--- src/design/rv_exec_pkg.sv ---
// shared widths, opcode values, alu op encoding and command/response structs for the execute unit
package rv_exec_pkg;

    localparam int xlen       = 32;                 // data word width
    localparam int reg_addr_w = 5;                  // register index width
    localparam int num_regs   = 32;                 // x0 included

    // major opcodes of the kept RV32I subset
    localparam logic [6:0] opc_op     = 7'b0110011; // register-register
    localparam logic [6:0] opc_op_imm = 7'b0010011; // register-immediate
    localparam logic [6:0] opc_lui    = 7'b0110111; // load upper immediate

    // alu operation select, 4 bits wide
    typedef enum logic [3:0] {
        alu_add    = 4'd0,
        alu_sub    = 4'd1,
        alu_sll    = 4'd2,
        alu_slt    = 4'd3,                          // signed compare
        alu_sltu   = 4'd4,                          // unsigned compare
        alu_xor    = 4'd5,
        alu_srl    = 4'd6,
        alu_sra    = 4'd7,                          // sign fill
        alu_or     = 4'd8,
        alu_and    = 4'd9,
        alu_pass_b = 4'd10                          // second operand straight through, LUI
    } alu_op_e;

    // host command is one raw instruction word
    typedef logic [xlen-1:0] exec_cmd_t;

    // decoder output, consumed by the regbank read ports, the alu and the controller
    typedef struct packed {
        logic [reg_addr_w-1:0] rs1;                 // first source index
        logic [reg_addr_w-1:0] rs2;                 // second source index
        logic [reg_addr_w-1:0] rd;                  // destination index
        alu_op_e               alu_op;
        logic                  use_imm;             // operand b from imm instead of rs2
        logic [xlen-1:0]       imm;                 // already sign extended or shifted
        logic                  writes_rd;           // result goes back to the bank
        logic                  illegal;             // encoding outside the subset
    } decode_t;

    // response returned to the host while ack is high
    typedef struct packed {
        logic [reg_addr_w-1:0] rd;                  // destination of the command
        logic [xlen-1:0]       result;              // alu value
        logic                  illegal;             // nothing was written
    } exec_rsp_t;

endpackage

--- src/design/alu.sv ---
// combinational ALU, selects operand b and computes the decoded integer operation
`timescale 1ns/100ps

module alu (
    input  rv_exec_pkg::decode_t         dec_i,        // op, operand select and immediate
    input  logic [rv_exec_pkg::xlen-1:0] rs1_val_i,    // first bank read
    input  logic [rv_exec_pkg::xlen-1:0] rs2_val_i,    // second bank read
    output logic [rv_exec_pkg::xlen-1:0] result_o
);
    import rv_exec_pkg::*;

    logic [xlen-1:0] op_a;
    logic [xlen-1:0] op_b;
    logic [4:0]      shamt;                             // low 5 bits only
    logic            lt_signed;
    logic            lt_unsigned;

    assign op_a  = rs1_val_i;
    assign op_b  = dec_i.use_imm ? dec_i.imm : rs2_val_i; // imm for OP-IMM and LUI
    assign shamt = op_b[4:0];                           // srai bit 10 is dropped here

    assign lt_signed   = $signed(op_a) < $signed(op_b);
    assign lt_unsigned = op_a < op_b;

    always_comb begin
        case (dec_i.alu_op)
            alu_add: begin
                result_o = op_a + op_b;                 // wraps at 32 bits
            end
            alu_sub: begin
                result_o = op_a - op_b;
            end
            alu_sll: begin
                result_o = op_a << shamt;
            end
            alu_slt: begin
                result_o = {{(xlen-1){1'b0}}, lt_signed};
            end
            alu_sltu: begin
                result_o = {{(xlen-1){1'b0}}, lt_unsigned};
            end
            alu_xor: begin
                result_o = op_a ^ op_b;
            end
            alu_srl: begin
                result_o = op_a >> shamt;               // zero fill
            end
            alu_sra: begin
                result_o = $unsigned($signed(op_a) >>> shamt); // sign fill
            end
            alu_or: begin
                result_o = op_a | op_b;
            end
            alu_and: begin
                result_o = op_a & op_b;
            end
            alu_pass_b: begin
                result_o = op_b;                        // LUI immediate
            end
            default: begin
                result_o = '0;                          // unused encodings
            end
        endcase
    end

endmodule

--- src/design/exec_unit.sv ---
// top of the execute unit, four-phase req/ack controller around decoder, register bank and ALU
`timescale 1ns/100ps

module exec_unit (
    input  logic                   clk,
    input  logic                   reset,
    input  logic                   req_i,         // host request, four-phase
    input  rv_exec_pkg::exec_cmd_t cmd_i,         // stable while req_i is high
    output logic                   ack_o,         // response valid while high
    output rv_exec_pkg::exec_rsp_t rsp_o
);
    import rv_exec_pkg::*;

    typedef enum logic [1:0] {
        st_idle,                                  // waiting for req_i
        st_exec,                                  // decode, read, alu, write back
        st_ack                                    // holding ack until req_i drops
    } state_e;

    state_e          state;
    exec_cmd_t       instr_q;                     // instruction register
    exec_rsp_t       rsp_q;                       // response register
    decode_t         dec;
    logic [xlen-1:0] rdata1;
    logic [xlen-1:0] rdata2;
    logic [xlen-1:0] alu_result;
    logic            rf_we;                       // one cycle write pulse

    // control state
    always_ff @(posedge clk) begin
        if (reset) begin
            state <= st_idle;
        end else begin
            case (state)
                st_idle: begin
                    if (req_i) begin
                        state <= st_exec;         // command latched this edge
                    end
                end
                st_exec: begin
                    state <= st_ack;              // write back and ack together
                end
                st_ack: begin
                    if (!req_i) begin
                        state <= st_idle;         // return phase seen
                    end
                end
                default: begin
                    state <= st_idle;
                end
            endcase
        end
    end

    // payload registers
    always_ff @(posedge clk) begin
        if (state == st_idle && req_i) begin
            instr_q <= cmd_i;
        end
        if (state == st_exec) begin
            rsp_q.rd      <= dec.rd;
            rsp_q.result  <= dec.illegal ? '0 : alu_result; // no value for an illegal word
            rsp_q.illegal <= dec.illegal;
        end
    end

    // x0 filtering is left to the bank
    assign rf_we = (state == st_exec) && dec.writes_rd;

    assign ack_o = (state == st_ack);             // held through back-pressure
    assign rsp_o = rsp_q;

    instr_decoder i_instr_decoder (
        .instr_i (instr_q),
        .dec_o   (dec)
    );

    regbank i_regbank (
        .clk      (clk),
        .reset    (reset),
        .rs1_i    (dec.rs1),
        .rs2_i    (dec.rs2),
        .rd_i     (dec.rd),
        .we_i     (rf_we),
        .wdata_i  (alu_result),
        .rdata1_o (rdata1),
        .rdata2_o (rdata2)
    );

    alu i_alu (
        .dec_i     (dec),
        .rs1_val_i (rdata1),
        .rs2_val_i (rdata2),
        .result_o  (alu_result)
    );

endmodule

--- src/design/instr_decoder.sv ---
// combinational RV32I decoder for the OP, OP-IMM and LUI subset, flags everything else illegal
`timescale 1ns/100ps

module instr_decoder (
    input  rv_exec_pkg::exec_cmd_t instr_i,     // latched instruction word
    output rv_exec_pkg::decode_t   dec_o        // fields, control and immediate
);
    import rv_exec_pkg::*;

    logic [6:0] opcode;
    logic [2:0] funct3;
    logic [6:0] funct7;
    logic       f7_zero;                        // funct7 all zero
    logic       f7_alt;                         // funct7 is 0100000, sub and sra
    logic [xlen-1:0] imm_i;
    logic [xlen-1:0] imm_u;

    assign opcode  = instr_i[6:0];
    assign funct3  = instr_i[14:12];
    assign funct7  = instr_i[31:25];
    assign f7_zero = (funct7 == 7'b0000000);
    assign f7_alt  = (funct7 == 7'b0100000);

    // I type, sign extended from bit 31
    assign imm_i = {{(xlen-12){instr_i[31]}}, instr_i[31:20]};
    // U type, low 12 bits zero
    assign imm_u = {instr_i[31:12], 12'b0};

    always_comb begin
        dec_o.rs1       = instr_i[19:15];
        dec_o.rs2       = instr_i[24:20];
        dec_o.rd        = instr_i[11:7];
        dec_o.alu_op    = alu_add;
        dec_o.use_imm   = 1'b0;
        dec_o.imm       = imm_i;
        dec_o.writes_rd = 1'b1;
        dec_o.illegal   = 1'b0;

        case (opcode)
            opc_op: begin
                case (funct3)
                    3'b000: dec_o.alu_op = f7_alt ? alu_sub : alu_add;
                    3'b001: dec_o.alu_op = alu_sll;
                    3'b010: dec_o.alu_op = alu_slt;
                    3'b011: dec_o.alu_op = alu_sltu;
                    3'b100: dec_o.alu_op = alu_xor;
                    3'b101: dec_o.alu_op = f7_alt ? alu_sra : alu_srl;
                    3'b110: dec_o.alu_op = alu_or;
                    default: dec_o.alu_op = alu_and;      // funct3 111
                endcase
                // alternate funct7 only allowed on add/sub and srl/sra
                if (!(f7_zero || (f7_alt && (funct3 == 3'b000 || funct3 == 3'b101)))) begin
                    dec_o.illegal = 1'b1;
                end
            end

            opc_op_imm: begin
                dec_o.use_imm = 1'b1;
                case (funct3)
                    3'b000: dec_o.alu_op = alu_add;
                    3'b001: begin
                        dec_o.alu_op = alu_sll;
                        dec_o.illegal = !f7_zero;         // slli upper field must be zero
                    end
                    3'b010: dec_o.alu_op = alu_slt;
                    3'b011: dec_o.alu_op = alu_sltu;
                    3'b100: dec_o.alu_op = alu_xor;
                    3'b101: begin
                        dec_o.alu_op = f7_alt ? alu_sra : alu_srl;
                        dec_o.illegal = !(f7_zero || f7_alt);
                    end
                    3'b110: dec_o.alu_op = alu_or;
                    default: dec_o.alu_op = alu_and;
                endcase
            end

            opc_lui: begin
                dec_o.rs1     = '0;                       // field belongs to the immediate
                dec_o.rs2     = '0;
                dec_o.alu_op  = alu_pass_b;
                dec_o.use_imm = 1'b1;
                dec_o.imm     = imm_u;
            end

            default: begin
                dec_o.illegal = 1'b1;                     // opcode outside the subset
            end
        endcase

        if (dec_o.illegal) begin
            dec_o.writes_rd = 1'b0;                       // illegal encodings leave rd alone
        end
    end

endmodule

--- src/design/regbank.sv ---
// 32 x 32 register bank with x0 tied to zero, two combinational reads and one clocked write
`timescale 1ns/100ps

module regbank (
    input  logic                               clk,
    input  logic                               reset,
    input  logic [rv_exec_pkg::reg_addr_w-1:0] rs1_i,     // read port 1 index
    input  logic [rv_exec_pkg::reg_addr_w-1:0] rs2_i,     // read port 2 index
    input  logic [rv_exec_pkg::reg_addr_w-1:0] rd_i,      // write index
    input  logic                               we_i,      // single cycle write strobe
    input  logic [rv_exec_pkg::xlen-1:0]       wdata_i,
    output logic [rv_exec_pkg::xlen-1:0]       rdata1_o,
    output logic [rv_exec_pkg::xlen-1:0]       rdata2_o
);
    import rv_exec_pkg::*;

    logic [xlen-1:0] regs [1:num_regs-1];                 // no storage behind x0

    // one clocked word per writable register
    for (genvar i = 1; i < num_regs; i++) begin : gen_reg
        always_ff @(posedge clk) begin
            if (reset) begin
                regs[i] <= '0;                            // bank reads zero after reset
            end else if (we_i && (rd_i == reg_addr_w'(i))) begin
                regs[i] <= wdata_i;                       // visible on reads next cycle
            end
        end
    end

    // shared read decode, index zero yields zero
    function automatic logic [xlen-1:0] read_port(input logic [reg_addr_w-1:0] idx);
        logic [xlen-1:0] val;
        val = '0;
        if (idx != '0) begin
            val = regs[idx];                              // writes to x0 never land here
        end
        return val;
    endfunction

    always_comb begin
        rdata1_o = read_port(rs1_i);                      // port 1, combinational
    end

    always_comb begin
        rdata2_o = read_port(rs2_i);                      // port 2, combinational
    end

endmodule

--- config.mk ---
export PLATFORM = sky130hd
export DESIGN_NAME = exec_unit
export DESIGN_NICKNAME = d
export VERILOG_FILES = /design/src/design/rv_exec_pkg.sv /design/src/design/alu.sv /design/src/design/exec_unit.sv /design/src/design/instr_decoder.sv /design/src/design/regbank.sv
export SDC_FILE = /design/constraint.sdc
export NUM_CORES = 2
export LEC_CHECK = 0
export ABC_AREA = 1
export BUFFER_PORTS_ARGS = -buffer_cell sky130_fd_sc_hd__buf_2
export CORE_MARGIN = 5
export CORE_UTILIZATION = 50
export CTS_BUF_LIST = sky130_fd_sc_hd__clkbuf_8
export DETAILED_ROUTE_END_ITERATION = 8
export PLACE_DENSITY = 0.65
export RECOVER_POWER = 25
export SYNTH_ARGS = -nofsm -noshare
export SYNTH_HDL_FRONTEND = slang
export SYNTH_SLANG_ARGS = --single-unit
--- constraint.sdc ---
create_clock -name clk -period 12.68 [get_ports clk]
set_input_delay 1.268 -clock clk [delete_from_list [all_inputs] [get_ports clk]]
set_output_delay 1.268 -clock clk [all_outputs]
set_load 0.05 [all_outputs]
* After elaboration in Yosys (flattened, before gate mapping) *
Memory sizes are Yosys's and may differ from the RTL's.
Cells that the tools add are included.

storage, ports and cells
  register bits = 72
  memory bits (writable) = 992
  output and inout bits = 39
  logic and storage cells = 294
  memories kept = 1

memories
  name            words  width  rd ports  clocked after Yosys merged registers in  write ports  line           source
  i_regbank.regs  31     32     2         0                                        31           regbank.sv:17  logic [xlen-1:0] regs [1:num_regs-1];

operators by class
  add/subtract/negate cells = 2
  magnitude comparators = 2
  eq/ne operators = 55
  shifts and indexed selects = 3
  mux-type cells = 145
  bitwise operators = 34
  reduce and logical (&&, ||, !) cells = 47

operators with widths
  cell                  count
  $mux W32              34
  $pmux W32 S11         1
  $mux W1               100
  $eq A5 B5 Y1 const B  16
  $lt A32 B32 Y1        2
  $pmux W4 S7           2
  $eq A5 B4 Y1 const B  8
  $logic_and A1 B1 Y1   34
  $add A32 B32 Y32      1
  $and A32 B32 Y32      1
  $or A32 B32 Y32       1
  $shl A32 B5 Y32       1
  $shr A32 B5 Y32       1
  $sshr A32 B5 Y32      1
  $sub A32 B32 Y32      1
  $xor A32 B32 Y32      1
  $mux W31              1
  $or A1 B1 Y1          31
  $eq A7 B6 Y1 const B  3
  $eq A5 B3 Y1 const B  4
  $eq A4 B3 Y1 const B  4
  $eq A4 B4 Y1 const B  3
  $pmux W4 S3           1
  $eq A5 B2 Y1 const B  2
  24 further kinds      34

* Longest topological paths before layout *
  depth after elaboration = 13
  gate-level depth with buffers = 40
  mapped depth without buffers = 37

* By module *
A second synthesis with hierarchy kept.

second synthesis, totals
  cells, all modules = 9778
  area, all modules = 69803.2 µm²

modules (own cells, without submodules)
  module         times used  cells each  area an instance (µm²)  seq. area each (µm²)
  regbank        1           7345        55964.9                 29788.6
  alu            1           2155        10586.4                 0.0
  exec_unit      1           153         2478.6                  2142.1
  instr_decoder  1           125         773.2                   0.0

* Worst setup path after synthesis *
Ideal clock, no wire load.

  kind = flip-flop to flip-flop
  start point = register state[0]
  end point = memory i_regbank.regs[16][0] (enable)
  arrival time = 5.242 ns
  required time = 12.214 ns
  path slack = 6.973 ns
  cell stages (with the launch flop) = 11
  path buffers = 0
  cell sequence = dfxtp_1 > inv_1 > nor2_1 > inv_1 > nor2_1 > inv_1 > nor2_2 > inv_1 > nor2_1 > inv_1 > o21ai_0

RTL lines
  what                      line             source
  start: declaration        exec_unit.sv:20  state_e state;
  start signal: assignment  exec_unit.sv:32  state <= st_idle;
  start signal: assignment  exec_unit.sv:37  state <= st_exec;
  start signal: assignment  exec_unit.sv:41  state <= st_ack;
  end: declaration          regbank.sv:17

==> summary.txt <==
Yosys
  • Most instantiated cells after synthesis: 2653 x nand2_1, 1526 x nand3_1, 1062 x edfxtp_1, 693 x inv_1, 641 x a21oi_1
  • Most frequent cell after synthesis: nand2_1
  • Gate Count Post-Synth: 8830
  • Synth cell types: 65
  • Asr flop ratio synth: 0
  • Cell Area, Synth: 68200 µm²
  • Synth Register Bits: 1064
  • Syn nets: 8968
  • Post-Syn Area per Cell: 7.72 µm²
  • Top cell type's share of synthesized area: 0.468
  • Yosys top cell by area: edfxtp_1
  • Ys flop type: edfxtp_1
  • Register area share after synthesis: 0.468
  • Number of synthesized flops with an enable pin: 1062
  • Top cells by area, synth: edfxtp_1 47%, nand2_1 15%, nand3_1 11%
  • YS warnings: 0

Timing
  • FMAX: 0.101 GHz
  • Final Slew Violations: 623
  • # setup viols final: 0
  • Hold Slack: 0.488 ns
  • Slew HR: -1.11
  • Worst Tran Pin Value: 3.13 ns
  • Final Cycle Share: 0.778
  • Final hold viol count: 0
  • RSZ-0062 raised after global routing: no
  • Setup_tns: 0 ns
  • Tmin final: 9.87 ns
  • Worst Clk Skew: 0.0777 ns

Clock network
  • CTS root buf: clkbuf_8
  • # hold bufs at CTS: 0
  • Number of gates resized after cts: 0
  • Clk_lat worst skew: 0.93 ns
  • CTS Buf Count: 185
  • Clk pin slew, worst setup/hold paths: 0.06 ns
  • Htree depth: 4
  • TritonCTS clock tree: done
  • Setup Fix Bufs, Post-CTS: 0
  • Clock Tree Buf Depth: 3
  • Clock sinks: 1064

Routing
  • Post-route DRC violation count: 0
  • Antenna viol nets, final: 0
  • Via-to-Cell Ratio: 6.63
  • Drt total wl: 313000 µm
  • Post-DR wirelength/cell: 29.8 µm
  • Vias: 69500
  • Initial DRC Count: 12000
  • Drt first pass iters: 7

Floorplan
  • Row count: 135
  • Initial Util: 0.503
  • Core ar.: 135000 µm²
  • Io pins: 74
  • Die H: 379 µm
  • Die Width: 379 µm
  • Die area: 144000 µm²

Global route
  • First-pass GRT wire length: 444000 µm
  • GRT Overall Usage: 0.424
  • Initial antenna violation count: 23
  • Vias in the first global route: 64400
  • Largest net degree at the start of global routing: 165
  • Total gr overflow: 0

Critical path
  • Top delay family on crit path: simple AND/OR/NAND/NOR gates
  • Setup crit start kind: flip-flop
  • CP max-delay cell: nand3_2
  • Crit. End Element: flip-flop
  • Max FO, Critical Path: 89
  • Worst EP required: 13.34 ns
  • Buf/Inv on CP: 5
  • Worst path max stage delay: 0.89 ns
  • R2R setup slack: 2.81 ns
  • Arrival @ worst endpoint: 10.53 ns
  • Cell repeated most along the worst path: inv_1
  • Setup Crit Path Kind: reg -> reg

Place
  • GP Congestion: 1.03
  • Cell Area, Placed: 69800 µm²
  • Placed cell count: 10200
  • HPWL after detailed placement: 193000 µm
  • # port buffers: 73

Layout
  • Non-filler cells, final: 10500
  • Final net count: 8697
  • Final Cell Area: 73000 µm²
  • Share of cells above drive strength 1: 0.0693
  • Synth-to-Final Area Change: 7.09%

Status
  • Failing checks: capacitance limit, slew limit
  • Status: finished with violations

Pwr
  • Sw frac: 0.420
  • Static leakage: 0.0313 µW
  • Peak supply drop: 0.116 mV
  • Int Power: 6210 µW
  • Pwr Density: 147 nW/µm²
  • Logic pwr share: 0.337
  • Net Sw Power: 4500 µW
  • Total power: 10700 µW
  • Fraction of power consumed by the clock network: 0.283
  • Sequential power share: 0.380

Worst hold path
  • Worst min-delay path category: reg -> reg

Run
  • Number of max-cap violations: 26
==> per-layer routing <==
layer,GRT usage,wire length (µm)
met5,0,138
met4,0.275,24700
met3,0.165,51500
met2,0.607,129000
met1,0.532,108000
==> cell type report <==
cell class,instances,area (µm²)
fillers,12700,62500
multi-input cells,6298,30600
inverters,712,2690
repair buffers,298,2150
flip-flops and latches,1064,31900
clock inverters,137,812
well taps,1781,2230
clock buffers,188,2590
diodes,9,22.5
==> placed cells by master, fill, tap and decap left out, types with 11 or more instances in the layout <==
cell	count
nand3_1	1521
inv_2	12
nor3_1	47
o311ai_0	32
buf_2	32
o211ai_1	32
or2_2	24
buf_12	17
o22ai_1	19
a41oi_1	14
inv_1	744
edfxtp_1	1062
o311ai_1	16
nor2_1	545
nor2_4	20
clkbuf_1	59
clkbuf_8	188
o21ai_4	13
o2111ai_1	43
a21oi_1	641
nor4_1	12
a31oi_1	24
a22oi_1	23
buf_4	190
a32oi_1	34
nand2_2	11
xor2_1	17
o221ai_1	14
o21ai_1	11
nand2_1	2643
o21ai_0	179
a32o_1	22
nand3_2	11
ha_1	101
clkinv_1	48
clkinv_2	25
a221oi_1	113
nand4_1	20
==> path summary, 6_finish.rpt <==
path                            to  startpoint  cells after the start
min                       state[0]    state[0]                      1
min reg2reg               state[0]    state[0]                      1
max reg2reg  i_regbank.regs[5][16]  instr_q[3]                     28
max          i_regbank.regs[5][16]  instr_q[3]                     28
==> power groups by stage <==
stage               registers (µW)  logic [µW]  clock network [µW]
floorplan                     4120        2060                   0
global placement              4130        3420                   0
detailed placement            4130        3410                   0
CTS                           4060        3420                3020
global route                  4080        3720                3190
finish                        4070        3610                3030
==> logic make-up (layout without fill, tap and decap cells) <==
group	count (synthesis)	count (layout)	share of synthesized area
and+or+nand+nor	4887	4887	0.304
buffers and inverters	1468	1335	0.0895
AOI/OAI and AO/OA	1291	1291	0.117
DFF	1064	1064	0.468
adders and majority gates	103	103	0.0191
xor gates and xnor gates	17	17	0.00218
other	0	9	0
==> flip-flops by register name, indices dropped and copies added, names as in the netlist <==
| name | count |
|---|---|
| i_regbank.regs | 992 |
| rsp_o | 38 |
| instr_q | 32 |
| state | 2 |
==> through the flow <==
stage	util	setup WS, ns
2_1_floorplan	-	6.97
5_1_grt	0.539	2.56
6_report	0.539	2.81
4_1_cts	0.540	3.16
3_3_place_gp	0.515	3.15
3_5_place_dp	0.515	3.16
Note: power is estimated with default switching activity, not from simulation.
